### src/dsp_pkg.sv
// shared widths, depths and shot timing for the readout DSP block, imported by every RTL file
package dsp_pkg;

	// one signed ADC sample
	localparam int adc_width = 16;

	// accumulated result per shot, wide enough for many samples
	localparam int acc_width = 32;

	// result buffer geometry
	localparam int acc_depth = 8;
	localparam int acc_addr_width = 3;

	// shot count and requested number of shots
	localparam int nshot_width = 32;

	// integration window per shot, in dspif cycles
	localparam int gate_len = 16;

	// gate window counter, sized from the window length
	localparam int gate_cnt_width = $clog2(gate_len);

	// excited-shot counter
	localparam int cnt_width = 16;

endpackage

### src/shot_sequencer.sv
// multi-shot experiment FSM; opens one integration gate per shot and flags the end of the run
`timescale 1ns/1ps

module shot_sequencer (
	input  logic                            dspif,
	input  logic                            rst_n,
	input  logic                            stb_start,
	input  logic [dsp_pkg::nshot_width-1:0] nshot,
	input  logic                            busy,
	output logic                            gate,
	output logic [dsp_pkg::nshot_width-1:0] shot_cnt,
	output logic                            last_shot_done
);
	import dsp_pkg::*;

	typedef enum logic [2:0] {
		st_idle     = 3'b000,
		st_start    = 3'b001,
		st_procrun  = 3'b011,
		st_elembusy = 3'b010,
		st_moreshot = 3'b110,
		st_shotadd  = 3'b111,
		st_done     = 3'b101
	} state_t;

	state_t state;
	state_t next_state;

	// shot count latched at idle
	logic [nshot_width-1:0] nshot_r;
	// index of the shot in progress
	logic [nshot_width-1:0] run_cnt;
	logic [nshot_width-1:0] next_cnt;
	// precomputed, settles long before moreshot
	logic more_shot;
	logic [gate_cnt_width-1:0] gate_cnt;
	logic gate_last;

	assign gate_last = (gate_cnt == gate_cnt_width'(gate_len - 1));

	always_comb begin
		next_state = state;
		case (state)
			st_idle:     if (stb_start) next_state = st_start;
			st_start:    next_state = st_procrun;
			// window length set by the gate counter
			st_procrun:  if (gate_last) next_state = st_elembusy;
			// hold until the integrator has delivered its result
			st_elembusy: if (!busy) next_state = st_moreshot;
			st_moreshot: next_state = more_shot ? st_shotadd : st_done;
			st_shotadd:  next_state = st_start;
			st_done:     next_state = st_idle;
			default:     next_state = st_idle;
		endcase
	end

	always_ff @(posedge dspif or negedge rst_n) begin
		if (!rst_n) begin
			state <= st_idle;
			gate <= 1'b0;
			gate_cnt <= '0;
			nshot_r <= '0;
			run_cnt <= '0;
			next_cnt <= '0;
			more_shot <= 1'b0;
			shot_cnt <= '0;
			last_shot_done <= 1'b0;
		end else begin
			state <= next_state;
			// registered gate lines up with the procrun cycles
			gate <= (next_state == st_procrun);
			if (state == st_procrun)
				gate_cnt <= gate_cnt + 1'b1;
			else
				gate_cnt <= '0;
			if (state == st_idle) begin
				nshot_r <= nshot;
				run_cnt <= '0;
			end else if (state == st_shotadd) begin
				run_cnt <= next_cnt;
			end
			next_cnt <= run_cnt + 1'b1;
			// nshot of zero gives a single shot
			more_shot <= (next_cnt < nshot_r);
			// report the shot just finished
			if (state == st_moreshot)
				shot_cnt <= run_cnt;
			if (stb_start && state == st_idle)
				last_shot_done <= 1'b0;
			else if (state == st_done)
				last_shot_done <= 1'b1;
		end
	end

	// gate window never overruns its length
	assert property (@(posedge dspif) disable iff (!rst_n)
		gate [*gate_len] |=> !gate);

endmodule

### src/readout_integrator.sv
// gated accumulator; sums signed ADC samples over each gate window into one result per shot
`timescale 1ns/1ps

module readout_integrator (
	input  logic                                 dspif,
	input  logic                                 rst_n,
	input  logic                                 gate,
	input  logic signed [dsp_pkg::adc_width-1:0] adc,
	output logic                                 busy,
	output logic                                 acc_valid,
	output logic signed [dsp_pkg::acc_width-1:0] acc_data
);
	import dsp_pkg::*;

	logic gate_d;
	logic gate_rise;
	logic gate_fall;
	// sample widened to the accumulator
	logic signed [acc_width-1:0] adc_ext;
	logic signed [acc_width-1:0] sum;

	assign gate_rise = gate & ~gate_d;
	assign gate_fall = ~gate & gate_d;
	assign adc_ext = acc_width'(adc);

	// high from gate open until the result strobe
	assign busy = gate | gate_d;

	always_ff @(posedge dspif or negedge rst_n) begin
		if (!rst_n) begin
			gate_d <= 1'b0;
			acc_valid <= 1'b0;
		end else begin
			gate_d <= gate;
			// one strobe per window, right after it closes
			acc_valid <= gate_fall;
		end
	end

	// first sample restarts the sum
	always_ff @(posedge dspif) begin
		if (gate_rise)
			sum <= adc_ext;
		else if (gate)
			sum <= sum + adc_ext;
	end

	// sum holds still once the gate is low
	assign acc_data = sum;

	// strobe comes only from a closed window
	assert property (@(posedge dspif) disable iff (!rst_n)
		acc_valid |-> $past(gate, 2) && !$past(gate));

endmodule

### src/acc_buffer.sv
// shot result memory with a locking write pointer, a host read port and a forwarded copy per write
`timescale 1ns/1ps

module acc_buffer (
	input  logic                                 dspif,
	input  logic                                 rst_n,
	input  logic                                 resetacc,
	input  logic                                 acc_valid,
	input  logic signed [dsp_pkg::acc_width-1:0] acc_data,
	input  logic [dsp_pkg::acc_addr_width-1:0]   rd_addr,
	output logic signed [dsp_pkg::acc_width-1:0] rd_data,
	output logic [dsp_pkg::acc_addr_width-1:0]   wr_addr,
	output logic                                 stored_valid,
	output logic signed [dsp_pkg::acc_width-1:0] stored_data
);
	import dsp_pkg::*;

	logic signed [acc_width-1:0] mem [0:acc_depth-1];
	// pointer parked on the last entry
	logic lock_last;

	assign lock_last = (wr_addr == acc_addr_width'(acc_depth - 1));

	// write port and host read port
	always_ff @(posedge dspif) begin
		if (acc_valid)
			mem[wr_addr] <= acc_data;
		rd_data <= mem[rd_addr];
	end

	// forwarded copy of the word just written
	always_ff @(posedge dspif) begin
		if (acc_valid)
			stored_data <= acc_data;
	end

	always_ff @(posedge dspif or negedge rst_n) begin
		if (!rst_n) begin
			stored_valid <= 1'b0;
			wr_addr <= '0;
		end else begin
			stored_valid <= acc_valid;
			// advance one edge after the write, stop at the end
			if (resetacc)
				wr_addr <= '0;
			else if (stored_valid && !lock_last)
				wr_addr <= wr_addr + 1'b1;
		end
	end

	// pointer frozen while clear is held
	assert property (@(posedge dspif) disable iff (!rst_n)
		resetacc && $past(resetacc) |=> $stable(wr_addr));

endmodule

### src/state_discriminator.sv
// threshold state decision per stored result, with a saturating count of excited shots
`timescale 1ns/1ps

module state_discriminator (
	input  logic                                 dspif,
	input  logic                                 rst_n,
	input  logic                                 resetacc,
	input  logic                                 stored_valid,
	input  logic signed [dsp_pkg::acc_width-1:0] stored_data,
	input  logic signed [dsp_pkg::acc_width-1:0] threshold,
	output logic                                 meas,
	output logic                                 meas_valid,
	output logic [dsp_pkg::cnt_width-1:0]        excited_cnt
);
	import dsp_pkg::*;

	// signed compare, at threshold counts as excited
	logic excited;
	logic cnt_full;

	assign excited = (stored_data >= threshold);
	assign cnt_full = &excited_cnt;

	always_ff @(posedge dspif or negedge rst_n) begin
		if (!rst_n) begin
			meas <= 1'b0;
			meas_valid <= 1'b0;
			excited_cnt <= '0;
		end else begin
			meas_valid <= stored_valid;
			if (stored_valid)
				meas <= excited;
			// clear wins over a new count
			if (resetacc)
				excited_cnt <= '0;
			else if (stored_valid && excited && !cnt_full)
				excited_cnt <= excited_cnt + 1'b1;
		end
	end

endmodule

### src/dsp_top.sv
// readout DSP top level; connects sequencer, integrator, result buffer and discriminator
`timescale 1ns/1ps

module dsp_top (
	input  logic                                  dspif,
	input  logic                                  rst_n,
	input  logic [dsp_pkg::nshot_width-1:0]       nshot,
	input  logic                                  stb_start,
	input  logic                                  resetacc,
	input  logic [dsp_pkg::acc_addr_width-1:0]    rd_addr,
	input  logic signed [dsp_pkg::acc_width-1:0]  threshold,
	input  logic signed [dsp_pkg::adc_width-1:0]  adc,
	output logic                                  gate,
	output logic [dsp_pkg::nshot_width-1:0]       shot_cnt,
	output logic                                  last_shot_done,
	output logic                                  acc_valid,
	output logic signed [dsp_pkg::acc_width-1:0]  acc_data,
	output logic [dsp_pkg::acc_addr_width-1:0]    wr_addr,
	output logic signed [dsp_pkg::acc_width-1:0]  rd_data,
	output logic                                  meas,
	output logic                                  meas_valid,
	output logic [dsp_pkg::cnt_width-1:0]         excited_cnt
);
	import dsp_pkg::*;

	// integrator back to sequencer
	logic busy;
	// buffer to discriminator
	logic stored_valid;
	logic signed [acc_width-1:0] stored_data;

	shot_sequencer shot_sequencer_inst (
		.dspif          (dspif),
		.rst_n          (rst_n),
		.stb_start      (stb_start),
		.nshot          (nshot),
		.busy           (busy),
		.gate           (gate),
		.shot_cnt       (shot_cnt),
		.last_shot_done (last_shot_done)
	);

	readout_integrator readout_integrator_inst (
		.dspif     (dspif),
		.rst_n     (rst_n),
		.gate      (gate),
		.adc       (adc),
		.busy      (busy),
		.acc_valid (acc_valid),
		.acc_data  (acc_data)
	);

	acc_buffer acc_buffer_inst (
		.dspif        (dspif),
		.rst_n        (rst_n),
		.resetacc     (resetacc),
		.acc_valid    (acc_valid),
		.acc_data     (acc_data),
		.rd_addr      (rd_addr),
		.rd_data      (rd_data),
		.wr_addr      (wr_addr),
		.stored_valid (stored_valid),
		.stored_data  (stored_data)
	);

	state_discriminator state_discriminator_inst (
		.dspif        (dspif),
		.rst_n        (rst_n),
		.resetacc     (resetacc),
		.stored_valid (stored_valid),
		.stored_data  (stored_data),
		.threshold    (threshold),
		.meas         (meas),
		.meas_valid   (meas_valid),
		.excited_cnt  (excited_cnt)
	);

endmodule

### config.mk
export PLATFORM = sky130hd
export DESIGN_NAME = dsp_top
export DESIGN_NICKNAME = d
export VERILOG_FILES = /design/src/dsp_pkg.sv /design/src/shot_sequencer.sv /design/src/readout_integrator.sv /design/src/acc_buffer.sv /design/src/state_discriminator.sv /design/src/dsp_top.sv
export SDC_FILE = /design/constraint.sdc
export NUM_CORES = 1
export LEC_CHECK = 0
export BUFFER_PORTS_ARGS = -buffer_cell sky130_fd_sc_hd__buf_2
export CORE_MARGIN = 2
export CORE_UTILIZATION = 59
export CTS_CLUSTER_SIZE = 40
export DETAILED_ROUTE_END_ITERATION = 8
export MAX_ROUTING_LAYER = met4
export PLACE_DENSITY_LB_ADDON = 0.12
export SLEW_MARGIN = 10
export SYNTH_ARGS = -nofsm -noshare
export SYNTH_HDL_FRONTEND = slang
export SYNTH_SLANG_ARGS = --single-unit
### constraint.sdc
create_clock -name dspif -period 5.02 [get_ports dspif]
set_clock_uncertainty 0.05 [all_clocks]
set_input_delay 1.004 -clock dspif [delete_from_list [all_inputs] [get_ports dspif]]
set_output_delay 1.004 -clock dspif [all_outputs]
set_load 0.02 [all_outputs]
==> impl_metrics.env <==
export IMPL_status="completed"
export IMPL_gp_congestion=0.8496
export IMPL_crit_start="threshold[31]"
export IMPL_area_growth_synth_to_final_pct=14.88
export IMPL_dr_total_vias=13260
export IMPL_slew_headroom=0.2484
export IMPL_first_iter_violations=684
export IMPL_grt_pass1_vias=13320
export IMPL_dr_pass1_iters=5
export IMPL_grt_max_degree=96
export IMPL_cts_buffers=51
export IMPL_hpwl_um=30440
export IMPL_initial_core_util=0.6022
export IMPL_whs_ns=0.3403
export IMPL_synth_ff_type="edfxtp_1"
export IMPL_clkSinkCount=514
export IMPL_p_sw_frac=0.2758
export IMPL_yosys_register_bits=514
export IMPL_cts_root_buf="clkbuf_16"
export IMPL_finalSetupViolations=0
export IMPL_dp_cells=2148
export IMPL_vias_per_cell=5.899
export IMPL_synth_warnings=0
export IMPL_p_leak_nw=10.48
export IMPL_synth_area_leaders="edfxtp_1 (43%), dfrtp_1 (18%), mux4_2 (6.5%)"
export IMPL_min_period_ns=3.540
export IMPL_grt_pass1_wl_um=74180
export IMPL_cts_tree="done"
export IMPL_hold_buffers=0
export IMPL_syn_avg_cell_area_sq_um=14.68
export IMPL_die_w_um=197.8
export IMPL_start_kind="input pin"
export IMPL_final_layout_size_suffix_gt1_frac=0.2614
export IMPL_r2r_slack_ns=1.64
export IMPL_internal_power_mw=8.125
export IMPL_die_y_um=197.8
export IMPL_synth_edf_count=320
export IMPL_stdcell_area_sq_mm=0.02545
export IMPL_syn_cell_area_sq_mm=0.02215
export IMPL_ff2ff_path_depth=9
export IMPL_post_cts_buffers=0
export IMPL_layout_worst_path_cycle_share=0.7051
export IMPL_clock_latency_ns=0.59
export IMPL_cts_resized=0
export IMPL_ant_nets=0
export IMPL_path_class="input pin to flop"
export IMPL_portBuffers=206
export IMPL_ys_seq_area_frac=0.6457
export IMPL_drv_cap=0
export IMPL_tightest_slew_ns=1.127
export IMPL_netlist_instances=1509
export IMPL_p_total_mw=11.22
export IMPL_ir_drop_mv=0.2902
export IMPL_track_usage=0.2587
export IMPL_worstSetupEndpoint="state_discriminator_inst.excited_cnt[5]$_DFFE_PN0P_"
export IMPL_overflow=0
export IMPL_rr_endpoint="readout_integrator_inst.acc_data[15]$_DFFE_PP_"
export IMPL_route_detailed_drc=0
export IMPL_core_region_area_sq_mm=0.03679
export IMPL_dieArea_sq_mm=0.03911
export IMPL_wl_per_cell_um=21.13
export IMPL_cts_clk_slew_worst_paths_ns=0.06
export IMPL_fill_cells=2509
export IMPL_synth_top_area_cell="edfxtp_1"
export IMPL_p_seq_frac=0.495
export IMPL_arrival_ns=3.97
export IMPL_clkPwrFrac=0.340
export IMPL_stdcell_count=2248
export IMPL_antenna_found_initial=4
export IMPL_async_flop_share=0.3152
export IMPL_tns_ns=0
export IMPL_r2r_start="readout_integrator_inst.acc_data[2]$_DFFE_PP_"
export IMPL_clock_fmax_ghz=0.2825
export IMPL_min_path_type="input pin to asynchronous set/reset pin"
export IMPL_endpoint_kind="flop"
export IMPL_clockBufferDepth=3
export IMPL_num_rows=70
export IMPL_finalHoldViolCount=0
export IMPL_p_per_area_mw_per_mm2=440.8
export IMPL_boundaryPins=207
export IMPL_totalWireLength_um=47490
export IMPL_rsz0062_at_grt="no"
export IMPL_synth_top_area_frac=0.4338
export IMPL_syn_nets=1696
export IMPL_crit_fanout=19
export IMPL_synthDistinctLibCells=81
export IMPL_htree_levels=2
export IMPL_power_switching_mw=3.094
export IMPL_final_max_slew_viol_count=0
export IMPL_power_frac_comb=0.165
export IMPL_fin_nets=1920
export IMPL_dpl_cell_area_sq_mm=0.02375
export IMPL_cp_required_ns=5.45
==> cell families after synthesis <==
kind of cell / after synthesis / synth area share
DFF: 514 / 0.6457
xor gates and xnor gates: 57 / 0.02254
buffers and inverters: 128 / 0.02361
and+or+nand+nor: 310 / 0.07416
adders and majority gates: 100 / 0.05682
AOI/OAI and AO/OA: 266 / 0.07670
muxes: 134 / 0.1005
==> layout by cell type (no fill, tap or decap), drive strengths merged, types with 4 or more instances in the layout <==
cell type	n
a211oi	7
a21o	19
a21oi	72
a22o	32
and3	13
and4	8
buf	224
bufinv	5
clkbuf	64
clkinv	20
clkinvlp	5
dfrtp	162
dfxtp	32
diode	5
edfxtp	320
ha	99
inv	76
mux2	67
mux4	64
nand2	94
nand2b	14
nand3	31
nand3b	8
nand4	20
nor2	57
nor2b	12
nor3	14
nor3b	5
nor4	8
o211ai	10
o21a	7
o21ai	80
o31ai	9
or2	4
or3	7
or4	5
xnor2	34
xor2	23
==> routing by layer <==
metal,GRT usage,share of wire
met1,0.3245,0.42
met2,0.4401,0.51
met3,0.03798,0.051
met4,0.07881,0.022
met5,-,0
==> power groups by stage <==
stage                     Sequential (mW)  Clock [mW]  Combinational, mW
after detailed placement             5.64           0               1.84
after global routing                 5.61        4.05               2.06
after global placement               5.62           0               1.80
after CTS                            5.56        3.89               1.85
final                                5.55        3.81               1.85
after floorplan                      5.64           0               1.17
==> critical path: stages <==
cell and delay [ns]:
buf_2 0.09, inv_1 0.05, ha_1 0.48, nand4_1 0.20, nor4_2 0.60, o31ai_2 0.22
nor3b_4 0.21, nor3_4 0.60, nor4_1 0.17, mux2_1 0.34
==> cells in the mapped netlist (all sizes together) (3+ instances only) <==
cell type and instances:
nand2b 14, nand4 20, buf 14, nor3b 5, and4 8, nand3b 8, mux2 67, or2 4
or4b 3, edfxtp 320, nand2 94, o21ai 80, nor2b 12, a211oi 7, o21a 7, mux2i 3
a21boi 3, mux4 64, inv 75, a21oi 72, o21bai 3, or3 7, ha 99, or4 5
a21o 19, a221oi 3, xor2 23, and3 13, a22o 32, dfrtp 162, nor4 8, dfxtp 32
clkbuf 37, nand3 31, xnor2 34, o211ai 10, nor2 57, nor3 14, o31ai 9
==> worst min path at each step <==
stage / startpoint / end / slack [ns] / depth (start not counted)
finish: rst_n / state_discriminator_inst.excited_cnt[5]$_DFFE_PN0P_ / 0.34 / 1
global route: rst_n / state_discriminator_inst.excited_cnt[5]$_DFFE_PN0P_ / 0.40 / 1
CTS: rst_n / state_discriminator_inst.excited_cnt[5]$_DFFE_PN0P_ / 0.37 / 1
detailed placement: shot_sequencer_inst.gate_cnt[0]$_DFF_PN0_ / shot_sequencer_inst.gate_cnt[0]$_DFF_PN0_ / 0.43 / 1
global placement: shot_sequencer_inst.gate_cnt[0]$_DFF_PN0_ / shot_sequencer_inst.gate_cnt[0]$_DFF_PN0_ / 0.40 / 1
floorplan: acc_buffer_inst.stored_valid$_DFF_PN0_ / state_discriminator_inst.meas_valid$_DFF_PN0_ / 0.30 / 0
==> sequential cells by signal (all words and copies together), names as in the netlist, 16 cells and up <==
name	count
acc_buffer_inst.mem	256
acc_buffer_inst.rd_data	32
acc_buffer_inst.stored_data	32
readout_integrator_inst.acc_data	32
shot_sequencer_inst.next_cnt	32
shot_sequencer_inst.nshot_r	32
shot_sequencer_inst.run_cnt	32
shot_sequencer_inst.shot_cnt	32
state_discriminator_inst.excited_cnt	16
==> layout make-up <==
cell class,count,area [sq um],area share
Sequential cell,514,14310,0.5621
Multi-Input combinational cell,867,7376,0.2898
Clock buffer,64,1398,0.05492
Timing Repair Buffer,224,1200,0.04715
Tap cell,468,585.6,0.02301
Clock inverter,31,290.3,0.01141
Inverter,75,281.5,0.01106
Antenna cell,5,12.51,0.0004917
==> through the flow <==
| step | setup slack (ns) | util |
|---|---|---|
| after floorplan | 0.9023 | - |
| after global placement | 0.9574 | 0.6456 |
| after detailed placement | 0.8451 | 0.6456 |
| after CTS | 1.431 | 0.6915 |
| after global routing | 1.288 | 0.6917 |
| final | 1.480 | 0.6918 |
Note: power is estimated with default switching activity, not from simulation.
